### config.mk
export PLATFORM = sky130hd
export DESIGN_NAME = core_top
export DESIGN_NICKNAME = d
export VERILOG_FILES = /design/src/hw/rv_pkg.sv /design/src/hw/stage_if.sv /design/src/hw/core_top.sv /design/src/hw/memory_stage.sv /design/src/hw/execute_stage.sv /design/src/hw/decode_stage.sv /design/src/hw/regfile.sv
export SDC_FILE = /design/constraint.sdc
export NUM_CORES = 2
export LEC_CHECK = 0
export ABC_AREA = 0
export BUFFER_PORTS_ARGS = -buffer_cell sky130_fd_sc_hd__buf_2
export CAP_MARGIN = 10
export CORE_UTILIZATION = 30
export DETAILED_ROUTE_END_ITERATION = 10
export PLACE_DENSITY = 0.42
export SETUP_SLACK_MARGIN = 0.15
export SYNTH_ARGS = -nofsm -noshare
export SYNTH_HDL_FRONTEND = slang
export SYNTH_SLANG_ARGS = --single-unit
### constraint.sdc
create_clock -name clk -period 20.4 [get_ports clk]
set_input_delay 1.02 -clock clk [delete_from_list [all_inputs] [get_ports clk]]
set_output_delay 1.02 -clock clk [all_outputs]
set_load 0.01 [all_outputs]
### src/hw/rv_pkg.sv
package rv_pkg;

    localparam int xlen = 32;

    typedef logic [xlen-1:0] rv_word_t;
    typedef logic [4:0]      reg_idx_t;

    // only the opcodes this core executes
    typedef enum logic [6:0] {
        op_illegal = 7'b0000000,
        op_load    = 7'b0000011,
        op_imm     = 7'b0010011,
        op_store   = 7'b0100011,
        op_reg     = 7'b0110011,
        op_lui     = 7'b0110111
    } opcode_t;

    typedef enum logic [3:0] {
        alu_add,
        alu_sub,
        alu_sll,
        alu_slt,
        alu_sltu,
        alu_xor,
        alu_srl,
        alu_sra,
        alu_or,
        alu_and,
        alu_pass_b
    } alu_op_t;

    // encoded as funct3 of the load/store
    typedef enum logic [2:0] {
        mem_byte   = 3'b000,
        mem_half   = 3'b001,
        mem_word   = 3'b010,
        mem_byte_u = 3'b100,
        mem_half_u = 3'b101
    } mem_size_t;

    typedef enum logic {
        wb_alu,
        wb_mem
    } wb_sel_t;

    typedef struct packed {
        alu_op_t   alu_op;
        logic      b_is_imm;
        logic      mem_read;
        logic      mem_write;
        mem_size_t mem_size;
        wb_sel_t   wb_sel;
        logic      reg_write;
    } ctrl_t;

    typedef struct packed {
        logic [6:0] funct7;
        reg_idx_t   rs2;
        reg_idx_t   rs1;
        logic [2:0] funct3;
        reg_idx_t   rd;
        logic [6:0] opcode;
    } r_fmt_t;

    // I and S formats share the upper immediate bits
    typedef struct packed {
        logic [6:0] imm_hi;
        logic [4:0] rs2_imm_lo;
        reg_idx_t   rs1;
        logic [2:0] funct3;
        logic [4:0] imm_lo;
        logic [6:0] opcode;
    } si_fmt_t;

    typedef union packed {
        r_fmt_t  r;
        si_fmt_t si;
    } instr_u;

endpackage
### src/hw/stage_if.sv
`timescale 1ns/10ps

interface stage_if
    import rv_pkg::*;
();

    logic     valid;
    ctrl_t    ctrl;
    reg_idx_t rd;
    // immediate between decode and execute, ALU result after execute
    rv_word_t result;
    rv_word_t rs1_val;
    rv_word_t rs2_val;
    reg_idx_t rs1;
    reg_idx_t rs2;

    modport src (
        output valid, ctrl, rd, result, rs1_val, rs2_val, rs1, rs2
    );

    modport dst (
        input valid, ctrl, rd, result, rs1_val, rs2_val, rs1, rs2
    );

endinterface

### src/hw/core_top.sv
`timescale 1ns/10ps

module core_top
    import rv_pkg::*;
#(
    parameter int dmem_words = 64
)
(
    input  logic     clk,
    input  logic     reset,
    input  logic     in_valid,
    input  rv_word_t in_instr,
    output logic     wb_valid,
    output reg_idx_t wb_rd,
    output rv_word_t wb_data
);

    reg_idx_t rs1_idx;
    reg_idx_t rs2_idx;
    rv_word_t rs1_val;
    rv_word_t rs2_val;
    logic     mem_fwd_valid;
    reg_idx_t mem_fwd_rd;
    rv_word_t mem_fwd_data;

    stage_if id_ex ();
    stage_if ex_mem ();

    // writeback drives the write port directly
    regfile i_regfile (
        .clk      (clk),
        .reset    (reset),
        .rd_idx_a (rs1_idx),
        .rd_idx_b (rs2_idx),
        .wr_en    (wb_valid),
        .wr_idx   (wb_rd),
        .wr_data  (wb_data),
        .rd_val_a (rs1_val),
        .rd_val_b (rs2_val)
    );

    decode_stage i_decode_stage (
        .clk      (clk),
        .reset    (reset),
        .in_valid (in_valid),
        .in_instr (in_instr),
        .rs1_idx  (rs1_idx),
        .rs2_idx  (rs2_idx),
        .rs1_val  (rs1_val),
        .rs2_val  (rs2_val),
        .id_ex    (id_ex.src)
    );

    execute_stage i_execute_stage (
        .clk           (clk),
        .reset         (reset),
        .id_ex         (id_ex.dst),
        .ex_mem        (ex_mem.src),
        .mem_fwd_valid (mem_fwd_valid),
        .mem_fwd_rd    (mem_fwd_rd),
        .mem_fwd_data  (mem_fwd_data),
        .wb_valid      (wb_valid),
        .wb_rd         (wb_rd),
        .wb_data       (wb_data)
    );

    memory_stage #(
        .dmem_words (dmem_words)
    ) i_memory_stage (
        .clk           (clk),
        .reset         (reset),
        .ex_mem        (ex_mem.dst),
        .mem_fwd_valid (mem_fwd_valid),
        .mem_fwd_rd    (mem_fwd_rd),
        .mem_fwd_data  (mem_fwd_data),
        .wb_valid      (wb_valid),
        .wb_rd         (wb_rd),
        .wb_data       (wb_data)
    );

endmodule

### src/hw/memory_stage.sv
`timescale 1ns/10ps

module memory_stage
    import rv_pkg::*;
#(
    parameter int dmem_words = 64
)
(
    input  logic     clk,
    input  logic     reset,
    stage_if.dst     ex_mem,
    output logic     mem_fwd_valid,
    output reg_idx_t mem_fwd_rd,
    output rv_word_t mem_fwd_data,
    output logic     wb_valid,
    output reg_idx_t wb_rd,
    output rv_word_t wb_data
);

    localparam int addr_bits = $clog2(dmem_words);

    rv_word_t             ram [dmem_words];
    logic [addr_bits-1:0] word_idx;
    logic [1:0]           byte_off;
    logic [3:0]           byte_en;
    rv_word_t             st_data;
    rv_word_t             rd_word;
    rv_word_t             rd_shift;
    rv_word_t             ld_data;
    logic                 do_write;

    // address wraps modulo the RAM size
    assign word_idx = ex_mem.result[2 +: addr_bits];
    assign byte_off = ex_mem.result[1:0];

    always_comb begin
        case (ex_mem.ctrl.mem_size)
            mem_byte, mem_byte_u: byte_en = 4'b0001 << byte_off;
            mem_half, mem_half_u: byte_en = 4'b0011 << byte_off;
            default:              byte_en = 4'b1111;
        endcase
    end

    // move store data onto its byte lane
    assign st_data  = ex_mem.rs2_val << {byte_off, 3'b000};
    assign do_write = ex_mem.valid && ex_mem.ctrl.mem_write && !reset;

    always_ff @(posedge clk) begin
        for (int i = 0; i < 4; i++) begin
            if (do_write && byte_en[i]) begin
                ram[word_idx][8*i +: 8] <= st_data[8*i +: 8];
            end
        end
    end

    // combinational read, aligned down to lane 0
    assign rd_word  = ram[word_idx];
    assign rd_shift = rd_word >> {byte_off, 3'b000};

    always_comb begin
        case (ex_mem.ctrl.mem_size)
            mem_byte:   ld_data = {{(xlen-8){rd_shift[7]}}, rd_shift[7:0]};
            mem_byte_u: ld_data = {{(xlen-8){1'b0}}, rd_shift[7:0]};
            mem_half:   ld_data = {{(xlen-16){rd_shift[15]}}, rd_shift[15:0]};
            mem_half_u: ld_data = {{(xlen-16){1'b0}}, rd_shift[15:0]};
            default:    ld_data = rd_word;
        endcase
    end

    assign mem_fwd_valid = ex_mem.valid && ex_mem.ctrl.reg_write && ex_mem.rd != '0;
    assign mem_fwd_rd    = ex_mem.rd;
    assign mem_fwd_data  = (ex_mem.ctrl.wb_sel == wb_mem) ? ld_data : ex_mem.result;

    // MEM/WB register
    always_ff @(posedge clk) begin
        if (reset) begin
            wb_valid <= 1'b0;
        end else begin
            wb_valid <= mem_fwd_valid;
        end
        wb_rd   <= mem_fwd_rd;
        wb_data <= mem_fwd_data;
    end

endmodule

### src/hw/execute_stage.sv
`timescale 1ns/10ps

module execute_stage
    import rv_pkg::*;
(
    input  logic     clk,
    input  logic     reset,
    stage_if.dst     id_ex,
    stage_if.src     ex_mem,
    input  logic     mem_fwd_valid,
    input  reg_idx_t mem_fwd_rd,
    input  rv_word_t mem_fwd_data,
    input  logic     wb_valid,
    input  reg_idx_t wb_rd,
    input  rv_word_t wb_data
);

    rv_word_t opnd_a;
    rv_word_t rs2_fwd;
    rv_word_t opnd_b;
    rv_word_t alu_res;

    // youngest producer wins, x0 is hardwired
    function automatic rv_word_t fwd_val(input reg_idx_t idx, input rv_word_t reg_val);
        if (idx == '0) begin
            return '0;
        end else if (mem_fwd_valid && mem_fwd_rd == idx) begin
            return mem_fwd_data;
        end else if (wb_valid && wb_rd == idx) begin
            return wb_data;
        end
        return reg_val;
    endfunction

    assign opnd_a  = fwd_val(id_ex.rs1, id_ex.rs1_val);
    assign rs2_fwd = fwd_val(id_ex.rs2, id_ex.rs2_val);
    assign opnd_b  = id_ex.ctrl.b_is_imm ? id_ex.result : rs2_fwd;

    // loads and stores use add for the byte address
    always_comb begin
        case (id_ex.ctrl.alu_op)
            alu_add:    alu_res = opnd_a + opnd_b;
            alu_sub:    alu_res = opnd_a - opnd_b;
            alu_sll:    alu_res = opnd_a << opnd_b[4:0];
            alu_slt:    alu_res = {{(xlen-1){1'b0}}, $signed(opnd_a) < $signed(opnd_b)};
            alu_sltu:   alu_res = {{(xlen-1){1'b0}}, opnd_a < opnd_b};
            alu_xor:    alu_res = opnd_a ^ opnd_b;
            alu_srl:    alu_res = opnd_a >> opnd_b[4:0];
            alu_sra:    alu_res = $signed(opnd_a) >>> opnd_b[4:0];
            alu_or:     alu_res = opnd_a | opnd_b;
            alu_and:    alu_res = opnd_a & opnd_b;
            alu_pass_b: alu_res = opnd_b;
            default:    alu_res = opnd_a + opnd_b;
        endcase
    end

    // EX/MEM register
    always_ff @(posedge clk) begin
        if (reset) begin
            ex_mem.valid <= 1'b0;
        end else begin
            ex_mem.valid <= id_ex.valid;
        end
        ex_mem.ctrl    <= id_ex.ctrl;
        ex_mem.rd      <= id_ex.rd;
        ex_mem.result  <= alu_res;
        ex_mem.rs1_val <= opnd_a;
        // store data, already forwarded
        ex_mem.rs2_val <= rs2_fwd;
        ex_mem.rs1     <= id_ex.rs1;
        ex_mem.rs2     <= id_ex.rs2;
    end

endmodule

### src/hw/decode_stage.sv
`timescale 1ns/10ps

module decode_stage
    import rv_pkg::*;
(
    input  logic     clk,
    input  logic     reset,
    input  logic     in_valid,
    input  rv_word_t in_instr,
    output reg_idx_t rs1_idx,
    output reg_idx_t rs2_idx,
    input  rv_word_t rs1_val,
    input  rv_word_t rs2_val,
    stage_if.src     id_ex
);

    logic     ir_valid;
    instr_u   ir;
    ctrl_t    ctrl;
    rv_word_t imm;
    rv_word_t i_imm;
    rv_word_t s_imm;
    rv_word_t u_imm;

    // alt picks sub and sra over add and srl
    function automatic alu_op_t alu_func(input logic [2:0] funct3, input logic alt);
        case (funct3)
            3'b000:  return alt ? alu_sub : alu_add;
            3'b001:  return alu_sll;
            3'b010:  return alu_slt;
            3'b011:  return alu_sltu;
            3'b100:  return alu_xor;
            3'b101:  return alt ? alu_sra : alu_srl;
            3'b110:  return alu_or;
            default: return alu_and;
        endcase
    endfunction

    // instruction register
    always_ff @(posedge clk) begin
        if (reset) begin
            ir_valid <= 1'b0;
        end else begin
            ir_valid <= in_valid;
        end
        ir <= in_instr;
    end

    assign rs1_idx = ir.r.rs1;
    assign rs2_idx = ir.r.rs2;

    assign i_imm = {{(xlen-12){ir.si.imm_hi[6]}}, ir.si.imm_hi, ir.si.rs2_imm_lo};
    assign s_imm = {{(xlen-12){ir.si.imm_hi[6]}}, ir.si.imm_hi, ir.si.imm_lo};
    assign u_imm = {ir.si.imm_hi, ir.si.rs2_imm_lo, ir.si.rs1, ir.si.funct3, 12'b0};

    always_comb begin
        ctrl = '{alu_op: alu_add, b_is_imm: 1'b0, mem_read: 1'b0, mem_write: 1'b0,
                 mem_size: mem_word, wb_sel: wb_alu, reg_write: 1'b0};
        imm  = i_imm;
        case (opcode_t'(ir.r.opcode))
            op_reg: begin
                ctrl.alu_op    = alu_func(ir.r.funct3, ir.r.funct7[5]);
                ctrl.reg_write = 1'b1;
            end
            op_imm: begin
                // srai is the only immediate op with an alternate form
                ctrl.alu_op    = alu_func(ir.r.funct3, ir.r.funct7[5] && ir.r.funct3 == 3'b101);
                ctrl.b_is_imm  = 1'b1;
                ctrl.reg_write = 1'b1;
            end
            op_lui: begin
                ctrl.alu_op    = alu_pass_b;
                ctrl.b_is_imm  = 1'b1;
                ctrl.reg_write = 1'b1;
                imm            = u_imm;
            end
            op_load: begin
                ctrl.b_is_imm  = 1'b1;
                ctrl.mem_read  = 1'b1;
                ctrl.mem_size  = mem_size_t'(ir.r.funct3);
                ctrl.wb_sel    = wb_mem;
                ctrl.reg_write = 1'b1;
            end
            op_store: begin
                ctrl.b_is_imm  = 1'b1;
                ctrl.mem_write = 1'b1;
                ctrl.mem_size  = mem_size_t'(ir.r.funct3);
                imm            = s_imm;
            end
            default: begin
                // unknown opcode leaves no architectural trace
            end
        endcase
    end

    // ID/EX register
    always_ff @(posedge clk) begin
        if (reset) begin
            id_ex.valid <= 1'b0;
        end else begin
            id_ex.valid <= ir_valid;
        end
        id_ex.ctrl    <= ctrl;
        id_ex.rd      <= ir.r.rd;
        id_ex.result  <= imm;
        id_ex.rs1_val <= rs1_val;
        id_ex.rs2_val <= rs2_val;
        id_ex.rs1     <= ir.r.rs1;
        id_ex.rs2     <= ir.r.rs2;
    end

endmodule

### src/hw/regfile.sv
`timescale 1ns/10ps

module regfile
    import rv_pkg::*;
(
    input  logic     clk,
    input  logic     reset,
    input  reg_idx_t rd_idx_a,
    input  reg_idx_t rd_idx_b,
    input  logic     wr_en,
    input  reg_idx_t wr_idx,
    input  rv_word_t wr_data,
    output rv_word_t rd_val_a,
    output rv_word_t rd_val_b
);

    rv_word_t regs [32];

    always_ff @(posedge clk) begin
        if (!reset && wr_en && wr_idx != '0) begin
            regs[wr_idx] <= wr_data;
        end
    end

    // write-first, so decode sees a value retiring this cycle
    always_comb begin
        rd_val_a = (wr_en && wr_idx == rd_idx_a) ? wr_data : regs[rd_idx_a];
        rd_val_b = (wr_en && wr_idx == rd_idx_b) ? wr_data : regs[rd_idx_b];
        if (rd_idx_a == '0) begin
            rd_val_a = '0;
        end
        if (rd_idx_b == '0) begin
            rd_val_b = '0;
        end
    end

endmodule

After elaboration in Yosys (flattened, before gate mapping)
Memory sizes are Yosys's and may differ from the RTL's. A register that Yosys moved wholly into a read port is not among the register bits.
Cells that the tools add are included.
{ "word_totals": {"mem_count": 2, "elab_cells": 146, "reg_bits": 270, "output_inout_bits": 38, "ramBits": 3072, "inputBits": 35} }
{ "memory_table": {"columns": ["name", "depth", "width", "rd", "rd_clocked_by_memory_dff", "wr", "line", "rtl"], "rows": [
  ["i_memory_stage.ram", 64, 32, 1, 1, 1, "memory_stage.sv:22", "rv_word_t ram [dmem_words];"],
  ["i_regfile.regs", 32, 32, 2, 2, 1, "regfile.sv:17", "rv_word_t regs [32];"]
]} }
{ "classes": {"magnitude_cmp": 2, "eq_ne": 30, "add_sub_neg": 2, "reduce_logical": 31, "n_shift": 7, "mux": 43, "bitwise_logic": 3} }
{ "op_table": {"columns": ["cell", "count"], "rows": [
  ["$mux 32", 12],
  ["$pmux 32 s10", 1],
  ["$pmux 32 s4", 1],
  ["$lt 32x32->1", 2],
  ["$shl 32x5->32", 2],
  ["$pmux 31 s2", 1],
  ["$pmux 4 s7", 2],
  ["$add 32x32->32", 1],
  ["$and 32x32->32", 1],
  ["$or 32x32->32", 1],
  ["$shr 32x5->16", 1],
  ["$shr 32x5->32", 1],
  ["$sshr 32x5->32", 1],
  ["$sub 32x32->32", 1],
  ["$xor 32x32->32", 1],
  ["$eq 5x5->1", 6],
  ["$mux 1", 24],
  ["$eq 7x6->1 const B", 3],
  ["$logic_not 5->1", 4],
  ["$logic_and 1x1->1", 17],
  ["$eq 4x3->1 const B", 4],
  ["$eq 3x3->1 const B", 5],
  ["$eq 4x4->1 const B", 3],
  ["$pmux 4 s3", 1],
  ["14 further kinds", 22]
]} }

Depth between registers and ports, before layout
{ "logic_depth": {"ltp_word": 9, "mapped_depth": 39, "depth_no_buf": 28} }

Cells and area by module
From an unflattened synthesis, not the netlist that was laid out.
{ "hier_totals": {"hier_cells": 9471, "area_unflattened_um2": 146454.2} }
{ "by_module_without_submodules": {"columns": ["module", "cells_per_inst", "area_per_inst_um2", "seq_area_each_um2", "n_inst"], "rows": [
  ["memory_stage", 4767, 80619.8, 62259.7, 1],
  ["regfile", 2618, 48347.6, 30749.5, 1],
  ["execute_stage", 1835, 13698.1, 2482.4, 1],
  ["decode_stage", 251, 3788.6, 3123.0, 1]
]} }

Least setup slack after synthesis
OpenSTA, ideal clock, no wires.
{ "synth_path": {"path_type": "reg-to-reg", "startpoint": "register i_execute_stage.ex_mem.result[2]", "endpoint": "register i_execute_stage.ex_mem.result[14]", "period_less_slack_ps": 6860, "n_path_buf": 10, "required_ps": 20278, "path_slack_ps": 13540, "arrival_time_ps": 6738, "setup_time_ps": 122, "stages_incl_launch_ff": 35, "path_cell_list": "dfxtp_1 buf_4 buf_6 nor2_1 clkbuf_1 clkbuf_1 buf_1 a22oi_1 a31o_2 a21oi_1 nor4_1 a41oi_1 nand4_1 a31o_2 buf_2 inv_2 buf_2 buf_2 buf_2 buf_2 ha_1 inv_1 fa_1 a21oi_1 o21bai_1 a21o_1 a31oi_1 a21oi_1 a21o_1 a21o_1 a211oi_1 xnor2_1 a2111oi_0 o221ai_1 o32a_1"} }
{ "synth_via": {"elab_chain_cells": 7} }
{ "synth_lines": {"columns": ["element", "line", "rtl"], "rows": [
  ["start, declared", "stage_if.sv:18", "output valid, ctrl, rd, result, rs1_val, rs2_val, rs1, rs2"],
  ["start signal, assigned", "execute_stage.sv:66", "ex_mem.result <= alu_res;"],
  ["$mux 32 *", "memory_stage.sv:72", "assign mem_fwd_data = (ex_mem.ctrl.wb_sel == wb_mem) ? ld_data : ex_mem.result;"],
  ["$mux 32", "execute_stage.sv:27", "end else if (mem_fwd_valid && mem_fwd_rd == idx) begin"],
  ["$mux 32", "execute_stage.sv:25", "if (idx == '0) begin"],
  ["$mux 32", "execute_stage.sv:32", "return reg_val;"],
  ["$mux 32", "execute_stage.sv:37", "assign opnd_b = id_ex.ctrl.b_is_imm ? id_ex.result : rs2_fwd;"],
  ["$add 32x32->32 (tied with other cells)", "execute_stage.sv:42, execute_stage.sv:53", null],
  ["$pmux 32 s10 *", "execute_stage.sv:41", "case (id_ex.ctrl.alu_op)"],
  ["net i_execute_stage.alu_res[14]", "execute_stage.sv:21", "rv_word_t alu_res;"]
]} }
Mark *: on every way through the listed nets, which the timed path passes. The rest lies on a longest branch.
A chain may end at the register's enable or synchronous reset.

Worst setup path after layout
{ "layout_path": {"startpoint": "register i_execute_stage.ex_mem.result[2]", "endpoint": "register i_execute_stage.ex_mem.result[30]"} }
Same word-level chain as after synthesis.

==> impl_metrics.json <==
{
  "cts_buffers": 385,
  "grt_max_degree": 102,
  "via_per_inst": 5.81,
  "synthCells": 9063,
  "antenna_found_initial": 43,
  "maxSlewViolCount": 4,
  "ys_seq_area_share_pct": 66.3,
  "critical_path_arrival_ns": 12.50,
  "final_cell_mix": "edfxtp_1, mux4_2, nor2_1",
  "die_area_sq_um": 494000,
  "cpLargestDelayFamily": "compound AO/OA/AOI/OAI gates",
  "power.share.clock_pct": 29.8,
  "initial_core_util_pct": 30.1,
  "cp_num_buf_inv": 5,
  "cts_sinks": 3342,
  "postCtsSetupBuffers": 0,
  "core-area_sq_um": 489000,
  "switchingPower_uw": 8930,
  "seqPwrFrac_pct": 37.0,
  "hold_path.class": "in -> reg",
  "violations": "max-slew violations",
  "status": "finished, violations left",
  "vias": 93500,
  "synth_edf_count": 3072,
  "worstPathRequired_ns": 21.28,
  "die_w_um": 703,
  "clk_root_buffer_cell": "clkbuf_16",
  "die_height_um": 703,
  "num_io_pins": 73,
  "maxCapViolCount": 0,
  "netSwitchingFraction_pct": 38.4,
  "rows": 257,
  "power.leakage_uw": 0.0548,
  "internal_power_uw": 14300,
  "clock_latency_ns": 1.03,
  "power_per_cell_area_nw_per_um2": 137,
  "synth_flop_cell": "edfxtp_1",
  "rsz0062_at_grt": "no",
  "async_flop_share_pct": 0,
  "cts_max_path_buffers": 4,
  "tns_ns": 0,
  "synth_seq_cells": 3342,
  "hold_viol": 0,
  "ys_types": 103,
  "setup_viol": 0,
  "hpwl_mm": 414,
  "drive_gt1_share_pct": 22.6,
  "holdWs_ns": 0.125,
  "fin_cells": 16100,
  "cp-end-kind": "flip-flop",
  "drc_errors": 0,
  "tritoncts": "yes",
  "routabilityCongestion": 0.935,
  "areaGrowthSynthToFinish_pct": 15.0,
  "worstPathMaxFanout": 45,
  "peakVddDrop_mv": 0.0933,
  "synth-warning-count": 0,
  "clk_pin_slew_worst_paths_ns": 0.06,
  "relSlewSlack_pct": -4.81,
  "placed_cells": 15400,
  "nets": 9418,
  "netlist_area_sq_um": 147000,
  "ant_nets": 0,
  "grt_remaining_overflow": 0,
  "crit_type": "reg -> reg",
  "timing.final.crit_share_pct": 57.0,
  "avgRoutedWirePerCell_um": 39.7,
  "grt_pass1_vias": 93000,
  "finalWirelength_mm": 639,
  "cts_resized": 0,
  "final_area_sq_um": 169000,
  "crit_path_start_kind": "flip-flop",
  "drtPass1Iterations": 6,
  "finalClockSkew_ns": 0.0904,
  "period_needed_ns": 11.63,
  "combPwrFrac_pct": 33.3,
  "fmax_ghz": 0.0860,
  "final_core_util_pct": 34.6,
  "crit_slowest_cell": "nor4_1",
  "final_common_cell": "edfxtp_1",
  "grt_pass1_wl_mm": 853,
  "worst-slew-pin-transition_ns": 1.57,
  "port_buffers": 72,
  "cts_hold_buf": 0,
  "critPathMaxStageDelay_ns": 0.98,
  "gr-usage-all-layers_pct": 25.3,
  "syn_area_per_cell_sq_um": 16.3,
  "htree_num_levels": 5,
  "drt-initial-drc-count": 11400,
  "placed_area_sq_um": 157000
}
-- worst paths after layout --
kind	start	endpoint	slack [ns]	cells after the start
worst max register to register	i_execute_stage.ex_mem.result[2]	i_execute_stage.ex_mem.result[30]	8.77	27
worst min register to register	i_decode_stage.id_ex.rd[0]	i_execute_stage.ex_mem.rd[0]	0.32	0
worst min-delay path	in_instr[30]	i_decode_stage.ir[30]	0.13	1
worst max-delay path	i_execute_stage.ex_mem.result[2]	i_execute_stage.ex_mem.result[30]	8.77	27
-- cell type report --
type,count,area (sq um)
multi-input cells,4949,47100
clock buffers,478,10100
well taps,6475,8100
inverters,137,524
diodes,25,62.6
clock inverters,227,2250
fillers,47000,320000
repair buffers,469,3510
flip-flops and latches,3342,97700
-- state kept, by name, summed over array words and instances, names as in the netlist, 5 cells and up --
| name | flops |
|---|---|
| i_decode_stage.id_ex.rs1 | 5 |
| i_decode_stage.id_ex.rs2_val | 32 |
| i_decode_stage.id_ex.rs2 | 5 |
| i_memory_stage.wb_rd | 5 |
| i_memory_stage.ram | 2048 |
| i_execute_stage.ex_mem.rd | 5 |
| i_decode_stage.ir | 32 |
| i_execute_stage.ex_mem.result | 32 |
| i_decode_stage.id_ex.result | 32 |
| i_decode_stage.id_ex.ctrl | 11 |
| i_memory_stage.wb_data | 32 |
| i_regfile.regs | 1024 |
| i_decode_stage.id_ex.rs1_val | 32 |
| i_execute_stage.ex_mem.rs2_val | 32 |
| i_decode_stage.id_ex.rd | 5 |
| i_execute_stage.ex_mem.ctrl | 6 |
-- cells by family (layout without fill, tap and decap cells) --
family / Yosys count / in the layout / synth area share, %
flip-flops: 3342 / 3342 / 66.3
AO/OA/AOI/OAI: 1748 / 1748 / 8.69
AND/OR/NAND/NOR: 1589 / 1589 / 4.98
multiplexers: 1418 / 1418 / 16.4
buffers and inverters: 803 / 1311 / 2.45
adder cells (fa/ha/maj): 99 / 99 / 0.851
XOR/XNOR: 63 / 63 / 0.374
other: 1 / 57 / 0.00254
-- per-layer routing --
layer | GRT usage [%] | part of all wire [%]
met1 | 33.8 | 41
met2 | 40.5 | 47
met3 | 4.81 | 7.6
met4 | 10.1 | 4.5
met5 | 0 | 0.018
-- through the flow --
stage               total power [uW]  setup slack, ns
CTS                            23200             9.00
global route                   23700             8.49
global placement               16200             9.02
finish                         23300             8.77
floorplan                      12300            13.54
detailed placement             16300             9.05
-- power groups by stage --
stage               logic (uW)  registers (uW)  clock network [uW]
floorplan                 3520            8800                   0
finish                    7740            8600                6940
global route              7840            8610                7260
detailed placement        7550            8750                   0
CTS                       7570            8600                7030
global placement          7490            8750                   0
-- synth_stat cells (38+ instances only) --
master	number	area [sq um]
o21ai_0	159	796
nor2_1	684	2570
a21o_1	57	428
clkbuf_1	362	1360
dfxtp_1	270	5410
mux2_2	158	1780
o2bb2ai_1	38	333
nand2b_1	40	250
a22oi_1	156	1170
xnor2_1	41	359
a31oi_1	51	319
buf_2	107	536
a21oi_1	265	1330
o22ai_1	155	970
o211ai_1	44	330
buf_4	54	405
nand2_1	377	1420
mux2i_1	472	4720
inv_1	128	480
a211oi_1	148	1110
a221oi_1	155	1360
nor2b_1	61	382
nand3_1	65	325
edfxtp_1	3072	92200
a22o_1	81	709
o221ai_1	48	420
and2_1	41	257
mux4_2	778	17500
buf_1	109	409
nor3_1	82	410
a221o_1	86	861
ha_1	97	1210
Power figures use the tool's default switching activity.
